===== src/logic/memBusPkg.sv =====
package memBusPkg;

   localparam int addrWidth = 32;
   localparam int dataWidth = 32;

   // addresses count words, not bytes
   typedef logic [addrWidth-1:0] memAddr_t;
   typedef logic [dataWidth-1:0] memWord_t;

endpackage


===== src/logic/isaPkg.sv =====
package isaPkg;

   // instruction field widths
   localparam int instrWidth  = 32;
   localparam int opcodeWidth = 7;
   localparam int regIdxWidth = 5;
   localparam int funct3Width = 3;
   localparam int funct7Width = 7;

   localparam int numRegs = 32;

   typedef logic [instrWidth-1:0]  instr_t;
   typedef logic [regIdxWidth-1:0] regIdx_t;
   typedef logic [instrWidth-1:0]  imm_t;   // already extended to full width

   localparam logic [opcodeWidth-1:0] opcodeLui   = 7'b0110111;
   localparam logic [opcodeWidth-1:0] opcodeOp    = 7'b0110011;
   localparam logic [opcodeWidth-1:0] opcodeStore = 7'b0100011;
   localparam logic [opcodeWidth-1:0] opcodeLoad  = 7'b0000011;
   localparam logic [opcodeWidth-1:0] opcodeHalt  = 7'b1111111;

   localparam logic [funct7Width-1:0] funct7Sub  = 7'b0100000;
   localparam logic [funct3Width-1:0] funct3Word = 3'b010;

   // one decoded operation per instruction
   typedef enum logic [2:0] {
      opNone,
      opLui,
      opAdd,
      opSub,
      opStore,
      opLoad,
      opHalt
   } op_t;

endpackage

===== src/logic/lanzonesCore.sv =====
`timescale 1ns/1ps

module lanzonesCore import isaPkg::*, memBusPkg::*; (
   input  logic     clk,
   input  logic     rstn,
   input  logic     LEn,
   input  logic     RVld,
   input  memWord_t RData,
   output logic     RRdy,
   output logic     RWEn,
   output logic     Halt,
   output memAddr_t RAddr,
   output memWord_t RWData
);

   instr_t   instrWord;
   logic     instrValid;
   op_t      op;
   regIdx_t  rd;
   imm_t     imm;
   memWord_t rs1Data;
   memWord_t rs2Data;
   op_t      memOp;
   memAddr_t memAddr;
   memWord_t storeData;
   logic     haltReq;
   logic     wrEn;
   regIdx_t  wrIdx;
   memWord_t wrData;
   logic     loadDone;
   memWord_t loadData;

   fetchSequencer u_seq (
      .clk(clk), .rstn(rstn), .LEn(LEn), .RVld(RVld), .RData(RData),
      .memOp(memOp), .memAddr(memAddr), .storeData(storeData), .haltReq(haltReq),
      .RRdy(RRdy), .RWEn(RWEn), .Halt(Halt), .RAddr(RAddr), .RWData(RWData),
      .instrWord(instrWord), .instrValid(instrValid),
      .loadDone(loadDone), .loadData(loadData)
   );

   instrDecoder u_dec (
      .instrWord(instrWord), .instrValid(instrValid),
      .op(op), .rd(rd), .imm(imm)
   );

   registerFile u_regs (
      .clk(clk), .rstn(rstn), .instrWord(instrWord),
      .wrEn(wrEn), .wrIdx(wrIdx), .wrData(wrData),
      .rs1Data(rs1Data), .rs2Data(rs2Data)
   );

   executeUnit u_exe (
      .clk(clk), .rstn(rstn), .op(op), .rd(rd), .imm(imm),
      .rs1Data(rs1Data), .rs2Data(rs2Data), .loadDone(loadDone), .loadData(loadData),
      .memOp(memOp), .memAddr(memAddr), .storeData(storeData), .haltReq(haltReq),
      .wrEn(wrEn), .wrIdx(wrIdx), .wrData(wrData)
   );

endmodule


===== src/logic/executeUnit.sv =====
`timescale 1ns/1ps

module executeUnit import isaPkg::*, memBusPkg::*; (
   input  logic     clk,
   input  logic     rstn,
   input  op_t      op,
   input  regIdx_t  rd,
   input  imm_t     imm,
   input  memWord_t rs1Data,
   input  memWord_t rs2Data,
   input  logic     loadDone,
   input  memWord_t loadData,
   output op_t      memOp,
   output memAddr_t memAddr,
   output memWord_t storeData,
   output logic     haltReq,
   output logic     wrEn,
   output regIdx_t  wrIdx,
   output memWord_t wrData
);

   memWord_t aluResult;
   regIdx_t  loadIdx;
   logic     loadPending;
   logic     aluWrite;
   logic     loadWrite;

   always_comb begin
      case (op)
         opLui:   aluResult = imm;
         opSub:   aluResult = rs1Data - rs2Data;
         default: aluResult = rs1Data + rs2Data;   // wraps mod 2^32
      endcase
   end

   assign memOp     = (op == opStore || op == opLoad) ? op : opNone;
   assign memAddr   = rs1Data + imm;
   assign storeData = rs2Data;
   assign haltReq   = (op == opHalt);

   // load destination held across the memory access
   always_ff @(posedge clk) begin
      if (!rstn) begin
         loadPending <= 1'b0;
         loadIdx     <= '0;
      end else if (op == opLoad) begin
         loadPending <= 1'b1;
         loadIdx     <= rd;
      end else if (loadDone) begin
         loadPending <= 1'b0;
      end
   end

   assign aluWrite  = (op == opLui) || (op == opAdd) || (op == opSub);
   assign loadWrite = loadDone && loadPending;

   // single write port shared by ALU results and loads
   assign wrEn   = aluWrite || loadWrite;
   assign wrIdx  = loadWrite ? loadIdx : rd;
   assign wrData = loadWrite ? loadData : aluResult;

   loadWbAlone: assert property (@(posedge clk) disable iff (!rstn)
      loadDone |-> loadPending && !aluWrite);

endmodule


===== src/logic/registerFile.sv =====
`timescale 1ns/1ps

module registerFile import isaPkg::*, memBusPkg::*; (
   input  logic     clk,
   input  logic     rstn,
   input  instr_t   instrWord,
   input  logic     wrEn,
   input  regIdx_t  wrIdx,
   input  memWord_t wrData,
   output memWord_t rs1Data,
   output memWord_t rs2Data
);

   memWord_t regs [numRegs];
   regIdx_t  rs1Idx;
   regIdx_t  rs2Idx;

   assign rs1Idx = instrWord[19:15];
   assign rs2Idx = instrWord[24:20];

   always_ff @(posedge clk) begin
      if (!rstn) begin
         for (int i = 0; i < numRegs; i++) begin
            regs[i] <= '0;
         end
      end else if (wrEn && wrIdx != '0) begin   // x0 never written
         regs[wrIdx] <= wrData;
      end
   end

   // asynchronous reads
   assign rs1Data = regs[rs1Idx];
   assign rs2Data = regs[rs2Idx];

   // x0 reads zero after every edge
   zeroRegStays: assert property (@(posedge clk) disable iff (!rstn)
      regs[0] == '0);

endmodule


===== src/logic/instrDecoder.sv =====
`timescale 1ns/1ps

module instrDecoder import isaPkg::*; (
   input  instr_t  instrWord,
   input  logic    instrValid,
   output op_t     op,
   output regIdx_t rd,
   output imm_t    imm
);

   logic [opcodeWidth-1:0] opcode;
   logic [funct7Width-1:0] funct7;
   regIdx_t rdField;
   imm_t    immU;
   imm_t    immI;
   imm_t    immS;

   assign opcode  = instrWord[6:0];
   assign rdField = instrWord[11:7];
   assign funct7  = instrWord[31:25];

   // immediate formats
   assign immU = {instrWord[31:12], 12'b0};
   assign immI = {{20{instrWord[31]}}, instrWord[31:20]};
   assign immS = {{20{instrWord[31]}}, instrWord[31:25], instrWord[11:7]};

   always_comb begin
      op  = opNone;
      rd  = '0;
      imm = '0;
      if (instrValid) begin
         case (opcode)
            opcodeLui: begin
               op  = opLui;
               rd  = rdField;
               imm = immU;
            end
            opcodeOp: begin
               rd = rdField;
               case (funct7)
                  funct7Sub: op = opSub;
                  default:   op = opAdd;   // unknown funct7 acts as ADD
               endcase
            end
            opcodeStore: begin
               op  = opStore;
               imm = immS;
            end
            opcodeLoad: begin
               op  = opLoad;   // every width loads a full word
               rd  = rdField;
               imm = immI;
            end
            opcodeHalt: begin
               op = opHalt;
            end
            default: begin
               op = opNone;   // unsupported opcode, no-op
            end
         endcase
      end
   end

endmodule


===== src/logic/fetchSequencer.sv =====
`timescale 1ns/1ps

module fetchSequencer import isaPkg::*, memBusPkg::*; (
   input  logic     clk,
   input  logic     rstn,
   input  logic     LEn,
   input  logic     RVld,
   input  memWord_t RData,
   input  op_t      memOp,
   input  memAddr_t memAddr,
   input  memWord_t storeData,
   input  logic     haltReq,
   output logic     RRdy,
   output logic     RWEn,
   output logic     Halt,
   output memAddr_t RAddr,
   output memWord_t RWData,
   output instr_t   instrWord,
   output logic     instrValid,
   output logic     loadDone,
   output memWord_t loadData
);

   typedef enum logic [1:0] {
      stIdle,
      stFetch,
      stExec,
      stMem
   } state_t;

   state_t   state;
   memAddr_t pc;
   instr_t   instrReg;

   always_ff @(posedge clk) begin
      if (!rstn) begin
         state  <= stIdle;
         Halt   <= 1'b1;
         RRdy   <= 1'b0;
         RWEn   <= 1'b0;
         RAddr  <= '0;
         RWData <= '0;
         pc     <= '0;
      end else begin
         case (state)
            stIdle: begin
               if (LEn) begin   // resume from the current pc
                  Halt  <= 1'b0;
                  RRdy  <= 1'b1;
                  RAddr <= pc;
                  state <= stFetch;
               end
            end
            stFetch: begin
               if (!RRdy) begin   // re-entry after a memory access
                  RRdy  <= 1'b1;
                  RAddr <= pc;
               end else if (RVld) begin
                  RRdy  <= 1'b0;
                  pc    <= pc + 1'b1;
                  state <= stExec;
               end
            end
            stExec: begin
               if (haltReq) begin
                  Halt  <= 1'b1;
                  state <= stIdle;
               end else if (memOp == opStore) begin
                  RRdy   <= 1'b1;
                  RWEn   <= 1'b1;
                  RAddr  <= memAddr;
                  RWData <= storeData;
                  state  <= stMem;
               end else if (memOp == opLoad) begin
                  RRdy  <= 1'b1;
                  RAddr <= memAddr;
                  state <= stMem;
               end else begin
                  RRdy  <= 1'b1;   // no memory phase, fetch next
                  RAddr <= pc;
                  state <= stFetch;
               end
            end
            stMem: begin
               if (RVld) begin
                  RRdy   <= 1'b0;
                  RWEn   <= 1'b0;
                  RWData <= '0;
                  state  <= stFetch;
               end
            end
            default: state <= stIdle;
         endcase
      end
   end

   // instruction register
   always_ff @(posedge clk) begin
      if (state == stFetch && RRdy && RVld) begin
         instrReg <= RData;
      end
   end

   assign instrWord  = instrReg;
   assign instrValid = (state == stExec);
   assign loadDone   = (state == stMem) && !RWEn && RVld;   // read access of LW
   assign loadData   = RData;

   wenNeedsRdy: assert property (@(posedge clk) disable iff (!rstn)
      RWEn |-> RRdy);

   noReqWhileHalted: assert property (@(posedge clk) disable iff (!rstn)
      Halt |-> !RRdy);

   // a request waits unchanged for its strobe
   reqHeld: assert property (@(posedge clk) disable iff (!rstn)
      RRdy && !RVld |=> RRdy && $stable(RAddr) && $stable(RWEn) && $stable(RWData));

endmodule


===== config.mk =====
export PLATFORM = sky130hd
export DESIGN_NAME = lanzonesCore
export DESIGN_NICKNAME = d
export VERILOG_FILES = /design/src/logic/memBusPkg.sv /design/src/logic/isaPkg.sv /design/src/logic/lanzonesCore.sv /design/src/logic/executeUnit.sv /design/src/logic/registerFile.sv /design/src/logic/instrDecoder.sv /design/src/logic/fetchSequencer.sv
export SDC_FILE = /design/constraint.sdc
export NUM_CORES = 2
export LEC_CHECK = 0
export CORE_UTILIZATION = 65
export CTS_CLUSTER_DIAMETER = 120
export CTS_CLUSTER_SIZE = 25
export DETAILED_ROUTE_END_ITERATION = 8
export DONT_BUFFER_PORTS = 1
export MAX_ROUTING_LAYER = met4
export PLACE_DENSITY = 0.81
export SLEW_MARGIN = 20
export SYNTH_ARGS = -nofsm -noshare
export SYNTH_HDL_FRONTEND = slang
export SYNTH_HIERARCHICAL = 1
export SYNTH_SLANG_ARGS = --single-unit
export TNS_END_PERCENT = 10

===== constraint.sdc =====
create_clock -name clk -period 8.3 [get_ports clk]
set_clock_uncertainty 0.1 [all_clocks]
set_input_delay 0 -clock clk [delete_from_list [all_inputs] [get_ports clk]]
set_output_delay 0 -clock clk [all_outputs]
set_load 0.05 [all_outputs]

Word level (Yosys, flattened, before mapping) --
Memories as Yosys holds them, arrays and structs flattened. A register that Yosys moved wholly into a read port is not among the register bits. Cells that the tools add are included.
Storage, ports and cells: output and inout port bits 67, memories kept 1, bits in latches 0, input bits 36, ROM bits 0, flip-flop bits (word level) 139, RAM bits 1024, logic and storage cells 117
Operators by class: shifts and indexed selects 0, multiplexer cells 52, reduce and logical (&&, ||, !) cells 25, divide/modulo/power cells 0, eq/ne operators 25, multipliers 0, magnitude comparators 0, bitwise gates (word level) 0, $add $sub $neg 4
Memory list:
- u_regs.regs | words 32, bits a word 32, read ports 2, clocked after memory_dff 2, wr ports 32, RTL line registerFile.sv:14 | memWord_t regs [numRegs];
Operators with widths (count):
- two-way mux 32 bit | 11
- case mux 32 bit (3 select lines) | 2
- case mux 32 bit (2 select lines) | 2
- adder 32 bit | 2
- adder 32 x 1 -> 32 bit (second input constant) | 1
- OR reduction 32 bit | 1
- subtractor 32 bit | 1
- two-way mux 5 bit | 6
- == test 7 x 6 -> 1 bit (second input constant) | 4
- two-way mux 1 bit | 17
- == test 3 bit (second input constant) | 5
- case mux 3 bit (5 select lines) | 1
- two-way mux 2 bit | 7
- AND reduction 4 bit | 3
- inequality test 2 bit (second input constant) | 5
- AND reduction 3 bit | 3
- case mux 2 bit (4 select lines) | 1
- == test 7 x 2 -> 1 bit (second input constant) | 1
- == test 7 bit (second input constant) | 1
- == test 3 x 2 -> 1 bit (second input constant) | 2
- logical AND 1 bit | 6
- two-way mux 3 bit | 2
- inequality test 2 x 1 -> 1 bit (second input constant) | 3
- nonzero test 2 bit | 3
- other kinds (11) | 16

Longest topological paths before layout --
depth after elaboration 14, gate-level depth with buffers 29, depth with buffers taken out 25

Cells and area by module --
Netlist, hierarchy kept.
Modules (own cells, without submodules):
- registerFile | seq. area each 30749.5 sq um, area each 55577.1 sq um, times used 1, cells an instance 4609
- fetchSequencer | seq. area each 2982.9 sq um, area each 5758.0 sq um, times used 1, cells an instance 579
- executeUnit | seq. area each 120.1 sq um, area each 5112.4 sq um, times used 1, cells an instance 773
- instrDecoder | seq. area each 0.0 sq um, area each 508.0 sq um, times used 1, cells an instance 99

Worst setup path before layout --
No wires, ideal clock.
path type reg2reg, start point reg, netlist name u_seq/instrWord[21], end point mem u_regs/regs[10][28] (netlist name), data pin, buffers on the path 5, cell stages (with the launch flop) 26, required time 8.069 ns, period minus slack after synthesis 5.971 ns, arrival time 5.739 ns, setup slack 2.329 ns, cells stage by stage edfxtp_1 buf_2 buf_2 buf_2 buf_2 mux2i_1 nand2_1 nand3_1 nand3_1 or4_4 or3_4 or4_4 nor4_1 or2_2 xor2_1 ha_1 a21oi_1 o21ai_0 a221o_1 a31oi_1 o31ai_1 a31oi_1 nor2_1 a211oi_1 clkbuf_1 and2_1
RTL lines (RTL line):
- end, declared | registerFile.sv:14

==> results.cfg <==
[synthesis]
ys_seq_area_share_pct = 50.6
synth_cells = 6060
synth_edf_count = 1056
synth_area_mm2 = 0.0670
ys_seq_elements = 1163
synth-main-ff-cell = edfxtp_1
synth_cell_types = 81
yosys_warnings = 6
ys_async_sr_fraction_pct = 0
synth.avg_cell_area_um2 = 11.0

[timing]
fin_crit_sh_pct = 94.3
rsz0062_at_grt = false
timing.final.ws_setup_ps = 473
fmax_mhz = 128
worst_pin_slew_ps = 1270
whs_ps = 38.4
finalCriticalPeriod_ps = 7830
drv_slew = 0
finalSetupTns_ps = 0
slew_headroom_pct = 15.5
finalHoldViolCount = 0
setup_violations = 0

[placement]
dpl_cell_area_mm2 = 0.0682
place_congestion = 1.02
dp_hpwl_mm = 137
place.port_buffers = 0
place_ws_ps = 814
placed_cells = 7048

[clocking]
clk_latency_ps = 730
cts_max_path_buffers = 3
cts_tree = done
cts-resized-gates = 0
ctsHtreeMaxLevel = 2
root_buffer = clkbuf_16
ctsHoldBuffers = 67
path_clk_slew_ps = 100
cts_sinks = 1163
cts-buffers-inserted = 52
cts_setup_buffers = 0

[critical_path]
crit_arrival_ps = 8210
endpoint_kind = flop
cp_max_fo = 117
cp_common_cell = buf_12
start_kind = flop
path_cells = buf_12 -> buf_12 -> mux2i_1 -> a22o_1 -> nor3_1 -> a31oi_1 -> nand3_1 -> nor4_1 -> nand2_1 -> o31ai_1 -> xor2_1 -> ha_1 -> a21oi_1 -> o211ai_1 -> a221oi_1 -> a21boi_0 -> nor2_1 -> nor4b_1 -> a311oi_4 -> buf_4 -> and2_1
max_stage_delay_ps = 670
crit_family = compound AO/OA/AOI/OAI gates
worstSetupPathType = flop to flop
crit_required_ps = 8680
slowest_stage = nor4_1
crit_buf_inv = 3

[detailed_routing]
route.vias.total = 51100
drtIter0Drc = 7869
wl_per_cell_um = 31.1
drt_drc_violations_left = 0
ant_nets = 0
wirelength_mm = 224
drt_first_pass_iters = 6
avgViaCountPerCell = 7.10

[pwr]
ir_worst_vdd_mv = 0.223
total_power_mw = 12.1
powerDensity_mw_per_mm2 = 172
leakagePower_nw = 28.0

[global_routing]
antenna_found_initial = 9
grt_pass1_vias = 48900
grt.overflow.total = 0
track_usage_pct = 43.3
grt_max_degree = 120
grt_pass1_wl_mm = 319

[die]
num_rows = 117
die_area_mm2 = 0.104
die_x_um = 323
core_area_mm2 = 0.102
start_util_pct = 65.7
io_pins = 103
die_h_um = 323

[final_layout]
finalNonFillerCells = 7198
layout_commonest_cell = mux2i_1
syn_to_final_growth_pct = 5.22
final_area_mm2 = 0.0705
final-seq-area_mm2 = 0.0339
final_util_pct = 69.1
num-fill-cells = 7387
layout.nets = 5909
layout_common_cells = 1064 x mux2i_1, 1056 x edfxtp_1, 1001 x and2_1, 362 x nand2_1, 316 x a21oi_1
drive_gt1_share_pct = 6.54
multiInputGateArea_mm2 = 0.0310

[flow_run]
drv_cap = 0

[min_path]
holdCritPathClass = primary input to flop

[outcome]
status = complete, no violations
[worst reg2reg max path: cells and delay by family (launching register included)]
kind | cells | cell delay, ps
flops | 1 | 450
compound gates | 8 | 2420
simple gates | 7 | 2300
fa+ha+maj | 1 | 320
mux | 1 | 450
buf+inv | 3 | 1390
xor+xnor | 1 | 190
[per-layer routing]
| layer | vias up | part of all wire [%] | GRT usage [%] |
|---|---|---|---|
| li1 | 21500 | - | - |
| met1 | 24600 | 35 | 53.1 |
| met2 | 4039 | 43 | 63.2 |
| met3 | 999 | 13 | 9.51 |
| met4 | 0 | 8.4 | 31.5 |
| met5 | - | 0 | - |
[power by group]
part	switching, mW	leakage [nW]	internal, mW
combinational	1.61	15.7	0.648
clock	1.85	0.702	1.20
sequential	0.224	11.6	6.59
[cell usage after synthesis (14+ instances only)]
cell      count  share of area (%)
o31ai_1      17               0.19
nand4b_1     33               0.43
xnor2_1      61               0.80
mux2i_1    1064                 16
a21oi_1     334                2.5
nor3_1       81               0.61
buf_1        35               0.20
nand2_1     362                2.0
buf_4        92                1.0
nand4_1      23               0.21
inv_1        37               0.21
edfxtp_1   1056                 47
or3_1        18               0.17
nand3_1     221                1.7
o21ai_0     127               0.95
clkbuf_2     30               0.22
a22oi_1     192                2.2
xor2_1       32               0.42
buf_2       111               0.83
and3_1       14               0.13
and2_1     1003                9.4
a211oi_1     36               0.40
ha_1         69                1.3
nor2_1      163               0.91
clkbuf_1    317                1.8
a22o_1      128                1.7
dfxtp_1     107                3.2
a31oi_1      79               0.74
a21o_1       25               0.28
nand2b_1     18               0.17
[final cells by class]
cell class / instances / share of cell area, %
inverter: 38 / 0.202
clock buffer: 73 / 2.02
clock inverter: 2 / 0.0462
multi-input combinational: 4301 / 44.0
sequential: 1163 / 48.1
tap: 1368 / 2.43
timing repair buffer: 246 / 3.20
antenna: 7 / 0.0249
[state kept, by name, indices dropped and copies added (netlist names)]
signal             cells
u_seq/instrWord       32
u_seq/RAddr           32
u_seq/pc              32
u_regs/regs         1024
u_seq/state            2
u_seq/RWEn             1
u_exe/loadPending      1
u_seq/Halt             1
u_seq/RWData          32
u_exe/loadIdx          5
u_seq/RRdy             1
[logic make-up after synthesis]
family	synth area share (%)
fa+ha+maj	1.35
flops	50.6
xor+xnor	1.24
simple gates	16.7
buf+inv	4.34
other cells	0.0112
mux	15.9
compound gates	9.87
[path summary, 6_finish.rpt]
check	start	end	slack, ps	depth (start not counted)
max	u_seq/instrWord[21]$_DFFE_PP_	u_regs/regs[6][27]$_SDFFCE_PN0P_	470	21
min	RData[31]	u_regs/regs[27][31]$_SDFFCE_PN0P_	40	4
max reg2reg	u_seq/instrWord[21]$_DFFE_PP_	u_regs/regs[6][27]$_SDFFCE_PN0P_	470	21
min reg2reg	u_exe/loadIdx[3]$_SDFFE_PN0P_	u_exe/loadIdx[3]$_SDFFE_PN0P_	380	2
No activity file was read; power rests on OpenSTA's default activity.
